--- src/gb_pulse_apu_cfg.svh ---
`ifndef GB_PULSE_APU_CFG_SVH
`define GB_PULSE_APU_CFG_SVH

// register map, channel 1 then channel 2
`define APU_ADDR_NR11 16'hFF11
`define APU_ADDR_NR12 16'hFF12
`define APU_ADDR_NR13 16'hFF13
`define APU_ADDR_NR14 16'hFF14
`define APU_ADDR_NR21 16'hFF16
`define APU_ADDR_NR22 16'hFF17
`define APU_ADDR_NR23 16'hFF18
`define APU_ADDR_NR24 16'hFF19
// master volume and routing
`define APU_ADDR_NR50 16'hFF24
`define APU_ADDR_NR51 16'hFF25

// channel widths and wrap points
`define APU_FREQ_W    11
`define APU_FREQ_WRAP 2047
`define APU_LEN_W     6
`define APU_LEN_WRAP  63
`define APU_ENV_MAX   15

// frame counter taps
`define APU_FRAME_W      16
`define APU_LEN_TICK_BIT 11
`define APU_ENV_TICK_BIT 13

`define APU_OUT_W 9

`endif

--- src/apu_pkg.sv ---
`include "gb_pulse_apu_cfg.svh"

package apu_pkg;

  // ----------------------------------------
  // channel register fields
  // ----------------------------------------

  // duty select, 12.5 / 25 / 50 / 75 percent
  typedef logic [1:0] duty_t;
  // envelope level or initial level
  typedef logic [3:0] vol_t;
  // envelope step period in env ticks
  typedef logic [2:0] env_period_t;
  // frequency reload value
  typedef logic [`APU_FREQ_W-1:0] freq_t;
  // length initial value
  typedef logic [`APU_LEN_W-1:0] len_t;

  // ----------------------------------------
  // mixer values
  // ----------------------------------------

  // written 3-bit field plus one, so 1..8
  typedef logic [3:0] master_vol_t;
  // one channel output level
  typedef logic [3:0] sample_t;
  // one side after summing and scaling
  typedef logic [`APU_OUT_W-1:0] apu_out_t;

endpackage

--- src/pulse_cfg_if.sv ---
`timescale 1ns/1ps

interface pulse_cfg_if import apu_pkg::*; ();

  // NRx1
  duty_t       duty;
  len_t        len_init;
  // NRx2
  vol_t        env_vol_init;
  logic        env_add;
  env_period_t env_period;
  // NRx3 low byte, NRx4 high bits
  freq_t       freq_init;
  logic        len_en;
  // qualified one-cycle start pulse
  logic        trig;

  // register block side
  modport regs (output duty, len_init, env_vol_init, env_add, env_period,
                output freq_init, len_en, trig);
  // channel side
  modport chan (input duty, len_init, env_vol_init, env_add, env_period,
                input freq_init, len_en, trig);

endinterface

--- src/apu_mixer.sv ---
`timescale 1ns/1ps

module apu_mixer import apu_pkg::*; (
  input  sample_t     sample1,
  input  sample_t     sample2,
  input  logic        running1,
  input  logic        running2,
  input  logic [1:0]  mix_l,
  input  logic [1:0]  mix_r,
  input  master_vol_t vol_l,
  input  master_vol_t vol_r,
  output apu_out_t    out_l,
  output apu_out_t    out_r
);

  // one side: routed running channels summed, then scaled
  function automatic apu_out_t mix_side(
    input logic [1:0]  route,
    input master_vol_t vol,
    input sample_t     s1,
    input sample_t     s2,
    input logic        run1,
    input logic        run2
  );
    logic [4:0] sum;
    sum = '0;
    if (route[0] && run1) begin
      sum = sum + {1'b0, s1};
    end
    if (route[1] && run2) begin
      sum = sum + {1'b0, s2};
    end
    // 30 * 8 at most, fits the 9-bit side
    return apu_out_t'(sum) * apu_out_t'(vol);
  endfunction

  // ----------------------------------------
  // left and right
  // ----------------------------------------

  assign out_l = mix_side(mix_l, vol_l, sample1, sample2, running1, running2);
  assign out_r = mix_side(mix_r, vol_r, sample1, sample2, running1, running2);

endmodule

--- src/apu_regs.sv ---
`timescale 1ns/1ps
`include "gb_pulse_apu_cfg.svh"

module apu_regs import apu_pkg::*; (
  input  logic         clock,
  input  logic         tick_reset,
  input  logic [15:0]  tick_addr,
  input  logic [7:0]   tick_data_in,
  input  logic         tick_write,
  pulse_cfg_if.regs    ch1,
  pulse_cfg_if.regs    ch2,
  output logic [1:0]   mix_l,
  output logic [1:0]   mix_r,
  output master_vol_t  vol_l,
  output master_vol_t  vol_r
);

  // start only with a nonzero level or a rising envelope
  function automatic logic trig_ok(input logic bit7, input vol_t vol_init, input logic add);
    return bit7 && ((vol_init != '0) || add);
  endfunction

  // ----------------------------------------
  // write decode
  // ----------------------------------------

  always_ff @(posedge clock) begin
    if (tick_reset) begin
      ch1.duty         <= '0;
      ch1.len_init     <= '0;
      ch1.env_vol_init <= '0;
      ch1.env_add      <= 1'b0;
      ch1.env_period   <= '0;
      ch1.freq_init    <= '0;
      ch1.len_en       <= 1'b0;
      ch1.trig         <= 1'b0;
      ch2.duty         <= '0;
      ch2.len_init     <= '0;
      ch2.env_vol_init <= '0;
      ch2.env_add      <= 1'b0;
      ch2.env_period   <= '0;
      ch2.freq_init    <= '0;
      ch2.len_en       <= 1'b0;
      ch2.trig         <= 1'b0;
      mix_l            <= '0;
      mix_r            <= '0;
      vol_l            <= '0;
      vol_r            <= '0;
    end else begin
      // trig pulses drop after one cycle
      ch1.trig <= 1'b0;
      ch2.trig <= 1'b0;
      if (tick_write) begin
        case (tick_addr)
          // channel 1
          `APU_ADDR_NR11: begin
            ch1.duty     <= tick_data_in[7:6];
            ch1.len_init <= tick_data_in[5:0];
          end
          `APU_ADDR_NR12: begin
            ch1.env_vol_init <= tick_data_in[7:4];
            ch1.env_add      <= tick_data_in[3];
            ch1.env_period   <= tick_data_in[2:0];
          end
          `APU_ADDR_NR13: ch1.freq_init <= {ch1.freq_init[10:8], tick_data_in};
          `APU_ADDR_NR14: begin
            ch1.freq_init <= {tick_data_in[2:0], ch1.freq_init[7:0]};
            ch1.len_en    <= tick_data_in[6];
            // NR12 is untouched by this write, so its stored value is current
            ch1.trig      <= trig_ok(tick_data_in[7], ch1.env_vol_init, ch1.env_add);
          end
          // channel 2
          `APU_ADDR_NR21: begin
            ch2.duty     <= tick_data_in[7:6];
            ch2.len_init <= tick_data_in[5:0];
          end
          `APU_ADDR_NR22: begin
            ch2.env_vol_init <= tick_data_in[7:4];
            ch2.env_add      <= tick_data_in[3];
            ch2.env_period   <= tick_data_in[2:0];
          end
          `APU_ADDR_NR23: ch2.freq_init <= {ch2.freq_init[10:8], tick_data_in};
          `APU_ADDR_NR24: begin
            ch2.freq_init <= {tick_data_in[2:0], ch2.freq_init[7:0]};
            ch2.len_en    <= tick_data_in[6];
            ch2.trig      <= trig_ok(tick_data_in[7], ch2.env_vol_init, ch2.env_add);
          end
          // master volume, stored plus one
          `APU_ADDR_NR50: begin
            vol_l <= {1'b0, tick_data_in[6:4]} + 4'd1;
            vol_r <= {1'b0, tick_data_in[2:0]} + 4'd1;
          end
          // routing, bit 0 ch1 and bit 1 ch2 per side
          `APU_ADDR_NR51: begin
            mix_l <= tick_data_in[5:4];
            mix_r <= tick_data_in[1:0];
          end
          default: begin
            // other addresses ignored
          end
        endcase
      end
    end
  end

endmodule

--- src/frame_sequencer.sv ---
`timescale 1ns/1ps
`include "gb_pulse_apu_cfg.svh"

module frame_sequencer (
  input  logic clock,
  input  logic tick_reset,
  output logic len_tick,
  output logic env_tick
);

  logic [`APU_FRAME_W-1:0] frame_cnt;
  logic [`APU_FRAME_W-1:0] frame_next;
  logic [`APU_FRAME_W-1:0] frame_rise;

  // bits going 0 -> 1 on this increment
  assign frame_next = frame_cnt + 1'b1;
  assign frame_rise = ~frame_cnt & frame_next;

  // ----------------------------------------
  // free-running counter and tick pulses
  // ----------------------------------------

  always_ff @(posedge clock) begin
    if (tick_reset) begin
      frame_cnt <= '0;
      len_tick  <= 1'b0;
      env_tick  <= 1'b0;
    end else begin
      frame_cnt <= frame_next;
      // every 4096 cycles
      len_tick  <= frame_rise[`APU_LEN_TICK_BIT];
      // every 16384 cycles
      env_tick  <= frame_rise[`APU_ENV_TICK_BIT];
    end
  end

endmodule

--- src/gb_pulse_apu.sv ---
`timescale 1ns/1ps

module gb_pulse_apu import apu_pkg::*; (
  input  logic        clock,
  input  logic        tick_reset,
  input  logic [15:0] tick_addr,
  input  logic [7:0]  tick_data_in,
  input  logic        tick_write,
  output apu_out_t    out_l,
  output apu_out_t    out_r
);

  // per-channel register settings
  pulse_cfg_if ch1_cfg ();
  pulse_cfg_if ch2_cfg ();

  logic        len_tick;
  logic        env_tick;
  sample_t     sample1;
  sample_t     sample2;
  logic        running1;
  logic        running2;
  logic [1:0]  mix_l;
  logic [1:0]  mix_r;
  master_vol_t vol_l;
  master_vol_t vol_r;

  // ----------------------------------------
  // host writes
  // ----------------------------------------

  apu_regs u_regs (
    .clock        (clock),
    .tick_reset   (tick_reset),
    .tick_addr    (tick_addr),
    .tick_data_in (tick_data_in),
    .tick_write   (tick_write),
    .ch1          (ch1_cfg.regs),
    .ch2          (ch2_cfg.regs),
    .mix_l        (mix_l),
    .mix_r        (mix_r),
    .vol_l        (vol_l),
    .vol_r        (vol_r)
  );

  // shared length and envelope ticks
  frame_sequencer u_frame (
    .clock      (clock),
    .tick_reset (tick_reset),
    .len_tick   (len_tick),
    .env_tick   (env_tick)
  );

  // ----------------------------------------
  // channels and mixer
  // ----------------------------------------

  pulse_channel u_ch1 (
    .clock      (clock),
    .tick_reset (tick_reset),
    .cfg        (ch1_cfg.chan),
    .len_tick   (len_tick),
    .env_tick   (env_tick),
    .sample     (sample1),
    .running    (running1)
  );

  pulse_channel u_ch2 (
    .clock      (clock),
    .tick_reset (tick_reset),
    .cfg        (ch2_cfg.chan),
    .len_tick   (len_tick),
    .env_tick   (env_tick),
    .sample     (sample2),
    .running    (running2)
  );

  apu_mixer u_mixer (
    .sample1  (sample1),
    .sample2  (sample2),
    .running1 (running1),
    .running2 (running2),
    .mix_l    (mix_l),
    .mix_r    (mix_r),
    .vol_l    (vol_l),
    .vol_r    (vol_r),
    .out_l    (out_l),
    .out_r    (out_r)
  );

endmodule

--- src/pulse_channel.sv ---
`timescale 1ns/1ps
`include "gb_pulse_apu_cfg.svh"

module pulse_channel import apu_pkg::*; (
  input  logic        clock,
  input  logic        tick_reset,
  pulse_cfg_if.chan   cfg,
  input  logic        len_tick,
  input  logic        env_tick,
  output sample_t     sample,
  output logic        running
);

  freq_t       freq_timer;
  logic [2:0]  phase;
  len_t        len_timer;
  vol_t        env_vol;
  env_period_t env_timer;
  logic        duty_high;

  // ----------------------------------------
  // duty waveform
  // ----------------------------------------

  always_comb begin
    case (cfg.duty)
      2'd0:    duty_high = (phase < 3'd1);
      2'd1:    duty_high = (phase < 3'd2);
      2'd2:    duty_high = (phase < 3'd4);
      default: duty_high = (phase < 3'd6);
    endcase
  end

  // level only while high and running
  assign sample = (running && duty_high) ? env_vol : '0;

  // ----------------------------------------
  // timers
  // ----------------------------------------

  always_ff @(posedge clock) begin
    if (tick_reset) begin
      running    <= 1'b0;
      freq_timer <= '0;
      phase      <= '0;
      len_timer  <= '0;
      env_vol    <= '0;
      env_timer  <= '0;
    end else if (cfg.trig) begin
      // restart, trigger already qualified upstream
      running    <= 1'b1;
      freq_timer <= cfg.freq_init;
      phase      <= '0;
      len_timer  <= cfg.len_init;
      env_vol    <= cfg.env_vol_init;
      env_timer  <= cfg.env_period;
    end else begin
      // frequency timer
      // counts up from freq_init, so 2048 - freq_init cycles per step
      if (freq_timer == freq_t'(`APU_FREQ_WRAP)) begin
        freq_timer <= cfg.freq_init;
        phase      <= phase + 3'd1;
      end else begin
        freq_timer <= freq_timer + freq_t'(1);
      end

      // length counter
      // 64 - len_init ticks until the channel stops
      if (len_tick && running && cfg.len_en) begin
        if (len_timer == len_t'(`APU_LEN_WRAP)) begin
          len_timer <= '0;
          running   <= 1'b0;
        end else begin
          len_timer <= len_timer + len_t'(1);
        end
      end

      // envelope
      // period 0 holds the level
      if (env_tick && (cfg.env_period != '0)) begin
        if (env_timer > env_period_t'(1)) begin
          env_timer <= env_timer - env_period_t'(1);
        end else begin
          // one step per env_period ticks
          env_timer <= cfg.env_period;
          if (cfg.env_add) begin
            if (env_vol < vol_t'(`APU_ENV_MAX)) begin
              env_vol <= env_vol + vol_t'(1);
            end
          end else if (env_vol != '0) begin
            env_vol <= env_vol - vol_t'(1);
          end
        end
      end
    end
  end

endmodule

--- config.mk ---
export PLATFORM = sky130hd
export DESIGN_NAME = gb_pulse_apu
export DESIGN_NICKNAME = d
export VERILOG_FILES = /design/src/apu_pkg.sv /design/src/pulse_cfg_if.sv /design/src/apu_mixer.sv /design/src/apu_regs.sv /design/src/frame_sequencer.sv /design/src/gb_pulse_apu.sv /design/src/pulse_channel.sv
export VERILOG_INCLUDE_DIRS = /design/src /design/src/src
export SDC_FILE = /design/constraint.sdc
export NUM_CORES = 1
export LEC_CHECK = 0
export BUFFER_PORTS_ARGS = -buffer_cell sky130_fd_sc_hd__buf_4
export CAP_MARGIN = 20
export CELL_PAD_IN_SITES_DETAIL_PLACEMENT = 0
export CELL_PAD_IN_SITES_GLOBAL_PLACEMENT = 1
export CORE_AREA = 3 3 171 173
export CTS_CLUSTER_DIAMETER = 100
export CTS_CLUSTER_SIZE = 40
export DETAILED_ROUTE_END_ITERATION = 12
export DIE_AREA = 0 0 174 176
export GPL_TIMING_DRIVEN = 0
export PLACE_DENSITY_LB_ADDON = 0.1
export SETUP_SLACK_MARGIN = 0.15
export SLEW_MARGIN = 20
export SYNTH_ARGS = -nofsm -noshare
export SYNTH_HDL_FRONTEND = slang
export SYNTH_SLANG_ARGS = --single-unit
--- constraint.sdc ---
create_clock -name clock -period 10.6 [get_ports clock]
set_clock_uncertainty 0.2 [all_clocks]
set_input_delay 0.53 -clock clock [delete_from_list [all_inputs] [get_ports clock]]
set_output_delay 0.53 -clock clock [all_outputs]
set_load 0.1 [all_outputs]
==> Word-level counts from Yosys, hierarchy flattened <==
Index checks and enable logic that the tools add are counted.
{ "totals": {"latch_bits": 0, "regBits": 144, "ramBits": 0, "wordCells": 193, "rom_bits": 0, "in_bits": 27, "memories": 0} }
{ "classes": {"bitwise_logic": 7, "shifts": 0, "addsub": 17, "magnitude_cmp": 12, "n_eq_ne": 22, "mux": 44, "n_reduce_logical": 52, "multipliers": 2, "div_mod_pow": 0} }
{ "ops": {"columns": ["operator", "n"], "rows": [
  ["== test 16 bit, second input constant", 10],
  ["two-way mux 4 bit", 16],
  ["two-way mux 11 bit", 4],
  ["case mux 11 bit (2 select lines)", 2],
  ["two-way mux 6 bit", 6],
  ["adder 11 x 1 -> 11 bit, second input constant", 2],
  ["== test 11 bit, second input constant", 2],
  ["AND reduction 2 bit", 10],
  ["multiplier 5 x 4 -> 9 bit", 2],
  ["two-way mux 3 bit", 6],
  ["adder 16 x 1 -> 16 bit, second input constant", 1],
  ["nonzero test 4 bit", 4],
  ["AND 14 bit", 1],
  ["logical AND 1 bit", 14],
  ["inverter 14 bit", 1],
  ["adder 6 x 1 -> 6 bit, second input constant", 2],
  ["== test 6 bit, second input constant", 2],
  ["< comparator 3 bit, second input constant", 4],
  ["AND reduction 3 bit", 4],
  ["nonzero test 2 bit", 6],
  ["nonzero test 3 bit", 4],
  ["adder 4 x 4 -> 5 bit", 2],
  ["two-way mux 5 bit", 2],
  ["adder 3 x 1 -> 4 bit, second input constant", 2],
  ["20 further kinds", 47]
]} }

==> Longest topological paths before layout <==
{ "depth": {"ltp_word": 8, "depth_mapped": 22} }

==> By module <==
Synthesis repeated with hierarchy kept, for this count alone.
{ "unflattened": {"cells_unflattened": 948, "hier_area_um2": 8531.9} }
{ "by_module_without_submodules": {"columns": ["module", "instances", "seq_area_each_um2", "area_each_um2", "cells_each"], "rows": [
  ["apu_regs", 1, 1401.3, 2939.1, 280],
  ["pulse_channel at u_ch1", 1, 560.5, 1661.6, 194],
  ["pulse_channel at u_ch2", 1, 560.5, 1639.1, 194],
  ["apu_mixer", 1, 0.0, 1629.1, 208],
  ["frame_sequencer", 1, 320.3, 663.1, 72]
]} }

==> Worst setup path before layout <==
Ideal clock, no wire load.
{ "synth_timing": {"path_kind": "reg2out", "start": "register u_ch1.phase[0]", "end": "output port out_r[8]", "n_path_buf": 0, "t_arrival_ps": 5563, "t_required_ps": 9870, "stages_incl_launch_ff": 17, "path_slack_ps": 4307, "path_cell_list": "dfxtp_1 inv_1 o21ai_1 a21oi_1 and2_1 ha_1 or4_1 a21bo_2 fa_1 fa_1 fa_1 nor2b_1 o21a_1 o21ai_0 nand2b_1 a21oi_1 xnor2_1"} }
{ "synth_via": {"elab_chain_cells": 8, "elab_cells_between_ends": 11} }
{ "synth_lines": {"columns": ["element", "line", "source"], "rows": [
  ["start, declared", "pulse_channel.sv:15", "logic [2:0] phase;"],
  ["start signal, assigned", "pulse_channel.sv:62", "phase <= phase + 3'd1;"],
  ["< comparator 3 bit, or another cell as far along", "pulse_channel.sv:30", "default: duty_high = (phase < 3'd6);"],
  ["case mux 1 bit (3 select lines) *", "pulse_channel.sv:26", "case (cfg.duty)"],
  ["logical AND 1 bit *", "pulse_channel.sv:35", "assign sample = (running && duty_high) ? env_vol : '0;"],
  ["two-way mux 4 bit *", "pulse_channel.sv:35", null],
  ["two-way mux 4 bit *", "apu_mixer.sv:27", "if (route[0] && run1) begin"],
  ["adder 4 x 4 -> 5 bit", "apu_mixer.sv:31", "sum = sum + {1'b0, s2};"],
  ["two-way mux 5 bit *", "apu_mixer.sv:30", "if (route[1] && run2) begin"],
  ["multiplier 5 x 4 -> 9 bit *", "apu_mixer.sv:34", "return apu_out_t'(sum) * apu_out_t'(vol);"],
  ["end, declared", "gb_pulse_apu.sv:10", "output apu_out_t out_r"]
]} }
Every way passes the cells marked *; elsewhere a longest branch is shown, timed or not.

==> Final worst setup path <==
{ "layout_timing": {"start": "register u_ch2.running", "end": "output port out_r[8]"} }
{ "layout_via": {"elab_chain_cells": 5, "elab_cells_between_ends": 6} }
{ "layout_lines": {"columns": ["element", "line", "source"], "rows": [
  ["start, declared", "pulse_channel.sv:11", "output logic running"],
  ["start signal, assigned", "pulse_channel.sv:43", "running <= 1'b0;"],
  ["start signal, assigned", "pulse_channel.sv:51", "running <= 1'b1;"],
  ["start signal, assigned", "pulse_channel.sv:72", "running <= 1'b0;"],
  ["logical AND 1 bit", "pulse_channel.sv:35", null],
  ["two-way mux 4 bit", "pulse_channel.sv:35", null],
  ["adder 4 x 4 -> 5 bit", "apu_mixer.sv:31", null],
  ["two-way mux 5 bit *", "apu_mixer.sv:30", null],
  ["multiplier 5 x 4 -> 9 bit *", "apu_mixer.sv:34", null]
]} }
Marks and branches as above.

==> metrics.sh <==
FINALWEIGHTEDCONGESTION=0.726
DETAIL-ROUTE-ANTENNA-NETS=0
CTS.SINK_COUNT=142
FLOW.AREA_GROWTH_FROM_SYNTHESIS_PCT=16.0
FFS_LATCHES_SYNTH=142
DRIVE_GT1_SHARE_PCT=8.51
CORE_SQ_UM=27800
CTS-ROOT-BUF='clkbuf_16'
CLK_PIN_SLEW_WORST_PATHS_PS=60
WORST_SETUP_PATH_START_KIND='flip-flop'
SYNTHESIS.AREA_PER_INSTANCE_SQ_UM=8.49
MET2_LENGTH_MM=10.5
SHORTEST_PERIOD_THE_WORST_PATH_ALLOWS_PS=6490
CRIT_ARRIVAL_PS=5760
FP.DIEH_UM=176
WL_MET1_MM=12.2
WORST-PATH-MAX-FANOUT=10
NUM_ANTENNA_CELLS=0
ASYNCSETRESETFLOPFRACSYNTH_PCT=0
FINAL.SETUP.TNS_PS=0
MAXCAPVIOLATIONS=0
LAYOUT_COMMON_CELLS='152 x nor2_1, 142 x dfxtp_1, 70 x nand2_1, 67 x mux2i_1, 63 x a21oi_1'
WL_MET3_UM=503
GRT-OVFL-TOTAL=0
POWER.IR.VDD_WORST_mV=0.112
SYNTH_CELL_TYPE_COUNT=62
DIEWIDTH_UM=174
CRITICALPATHCATEGORY='flip-flop to primary output'
GRT_PASS1_VIAS=6601
FIRSTDRTPASSITERS=5
PLACEMENT.IO_BUFFERS=40
GROUTE.USAGE.OVERALL_PCT=15.6
VIAS_PER_CELL=4.78
MIN_PATH_TYPE='flip-flop to flip-flop'
IOPINCOUNT=45
RESIDUAL_DRC=0
LAYOUT_COMMONEST_CELL='nor2_1'
DETAILED_PLACE_HPWL_MM=17.1
ROUTEDWLPERCELL_UM=16.4
TIGHTESTPINTRANSITION_PS=906
PLACEMENTROWS=61
CTS_TREE='built'
YS.FLOP_TYPE='dfxtp_1'
INITIAL_CORE_UTIL_PCT=29.8
LEAKAGEPOWER_nW=3.91
POWER.DENSITY_CELL_AREA_nW_PER_UM2=120
FMAX_MHz=154
SYN-INSTANCE-COUNT=974
SETUP_VIOLATIONS=0
OUTCOME='complete, no violations'
ANTENNA_FOUND_INITIAL=0
DIE_OUTLINE_AREA_SQ_UM=30600
SYNTH_EDF_COUNT=0
GRT_MAX_DEGREE=17
FINAL_NETS=1127
SYN_NETS=1068
REQUIRED_TIME_OF_THE_WORST_SETUP_PATH_PS=9870
CTS_MADE_BUFFERS=17
DRT_ITER0_MARKERS=415
MAX_SLEW_MARGIN_PCT=39.6
HOLD_VIOL_FINAL=0
RSZ0062_AT_GRT='no'
POST_CTS.REPAIR.SETUP_BUFFERS=0
SYN_AREA_SQ_UM=8270
POST-LAYOUT-TOTAL-POWER_mW=1.15
FIN_CRIT_SH_PCT=61.2
HIGHEST_LAYER='met4'
CRITICAL_PATH.ENDPOINT_TYPE='primary output'
POSTCTSHOLDBUFS=0
DRT-TOTAL-WL_MM=23.3
POST_CTS_RESIZE_COUNT=0
CTSLONGESTPATHBUFFERS=2
TIMING_MAX_TRANSITION_VIOLATIONS_FINAL=0
HTREE_NUM_LEVELS=4
CLOCK_INSERTION_DELAY_WORST_SKEW_PS=420
VIAS=6805
SEQ_AREA_FRAC_SYNTH_PCT=34.4
GRT_FIRST_PASS_WIRELENGTH_MM=37.5
SYNTH.YOSYS.WARNINGS=0
==> flip-flops by register name, indices dropped and copies added (netlist names), 6 cells and up <==
| register | cells |
|---|---|
| u_frame.frame_cnt | 14 |
| u_ch1.freq_timer | 11 |
| u_ch2.freq_timer | 11 |
| u_regs.ch1.freq_init | 11 |
| u_regs.ch2.freq_init | 11 |
| u_ch1.len_timer | 6 |
| u_ch2.len_timer | 6 |
| u_regs.ch1.len_init | 6 |
| u_regs.ch2.len_init | 6 |
==> cells by family after synthesis <==
kind of cell / share of synthesized area [%]
and+or+nand+nor: 23.6
AOI/OAI and AO/OA: 12.7
DFF: 34.4
buffers and inverters: 4.11
muxes: 8.38
adders and majority gates: 11.4
xor gates and xnor gates: 5.40
==> cell usage after synthesis, drive strengths merged, types with 19 or more instances <==
| master | number | share of area, % |
|---|---|---|
| a211oi | 23 | 2.1 |
| a21oi | 63 | 3.8 |
| clkbuf | 33 | 1.5 |
| dfxtp | 142 | 34 |
| ha | 53 | 8.0 |
| inv | 41 | 1.9 |
| mux2i | 67 | 8.1 |
| nand2 | 70 | 3.2 |
| nand3 | 36 | 2.2 |
| nor2 | 154 | 7.2 |
| nor2b | 22 | 1.7 |
| nor3 | 19 | 1.1 |
| o21ai | 23 | 1.4 |
| xnor2 | 32 | 3.4 |
| xor2 | 19 | 2.0 |
==> worst max-delay path, cell delays in order, from the launching register on <==
cell,delay [ps]
dfxtp_1,300
clkbuf_1,300
nand2_1,90
a21oi_1,320
buf_2,300
xor2_1,180
ha_1,230
nand3b_1,120
a21oi_1,70
a221oi_1,510
a21boi_0,230
fa_1,540
inv_1,50
fa_1,520
inv_1,40
ha_1,320
nor2b_1,140
o21a_1,180
o21ai_0,150
nand2b_1,80
a21oi_1,170
xnor2_1,150
buf_4,320
==> final timing paths <==
| check | start | slack [ps] | to | cells after the start |
|---|---|---|---|---|
| setup / recovery | u_ch2.running | 4110 | out_r[8] | 22 |
| hold / removal | u_regs.ch1.freq_init[9] | 250 | u_regs.ch1.freq_init[9] | 2 |
| setup reg to reg | u_ch1.freq_timer[0] | 8180 | u_ch1.freq_timer[7] | 9 |
| hold reg to reg | u_regs.ch1.freq_init[9] | 250 | u_regs.ch1.freq_init[9] | 2 |
==> report_power, final <==
part	leakage [nW]	switching (mW)	total [mW]	internal, mW
clock network	0.272	0.225	0.565	0.340
registers	1.15	0.00233	0.539	0.537
logic	2.49	0.0298	0.0430	0.0132
total	3.91	0.257	1.15	0.890
==> layout make-up <==
class                           instances  area, sq um
Clock inverter                          6         58.8
Multi-Input combinational cell        746         5090
Fill cell                            2972        18200
Tap cell                              378          473
Sequential cell                       142         2840
Timing Repair Buffer                   40          300
Inverter                               41          154
Clock buffer                           26          489
Buffer                                 45          186
==> metrics by stage <==
step	area, sq um	utilization, %	hold slack [ps]	instances	setup slack (ps)
4_1_cts	9590	34.5	257	1424	3940
3_5_place_dp	9040	32.6	241	1392	4430
5_1_grt	9590	34.5	262	1424	3470
6_report	9590	34.5	251	1424	4110
3_3_place_gp	9040	32.6	230	1392	4390
2_1_floorplan	8270	-	218	974	4310
==> per-layer routing <==
| metal | vias up | track usage, % |
|---|---|---|
| met4 | 0 | 3.02 |
| met1 | 3213 | 22.0 |
| met3 | 10 | 2.75 |
| met2 | 74 | 25.3 |
| met5 | - | 0 |
| li1 | 3508 | - |
Power figures use the tool's default switching activity.
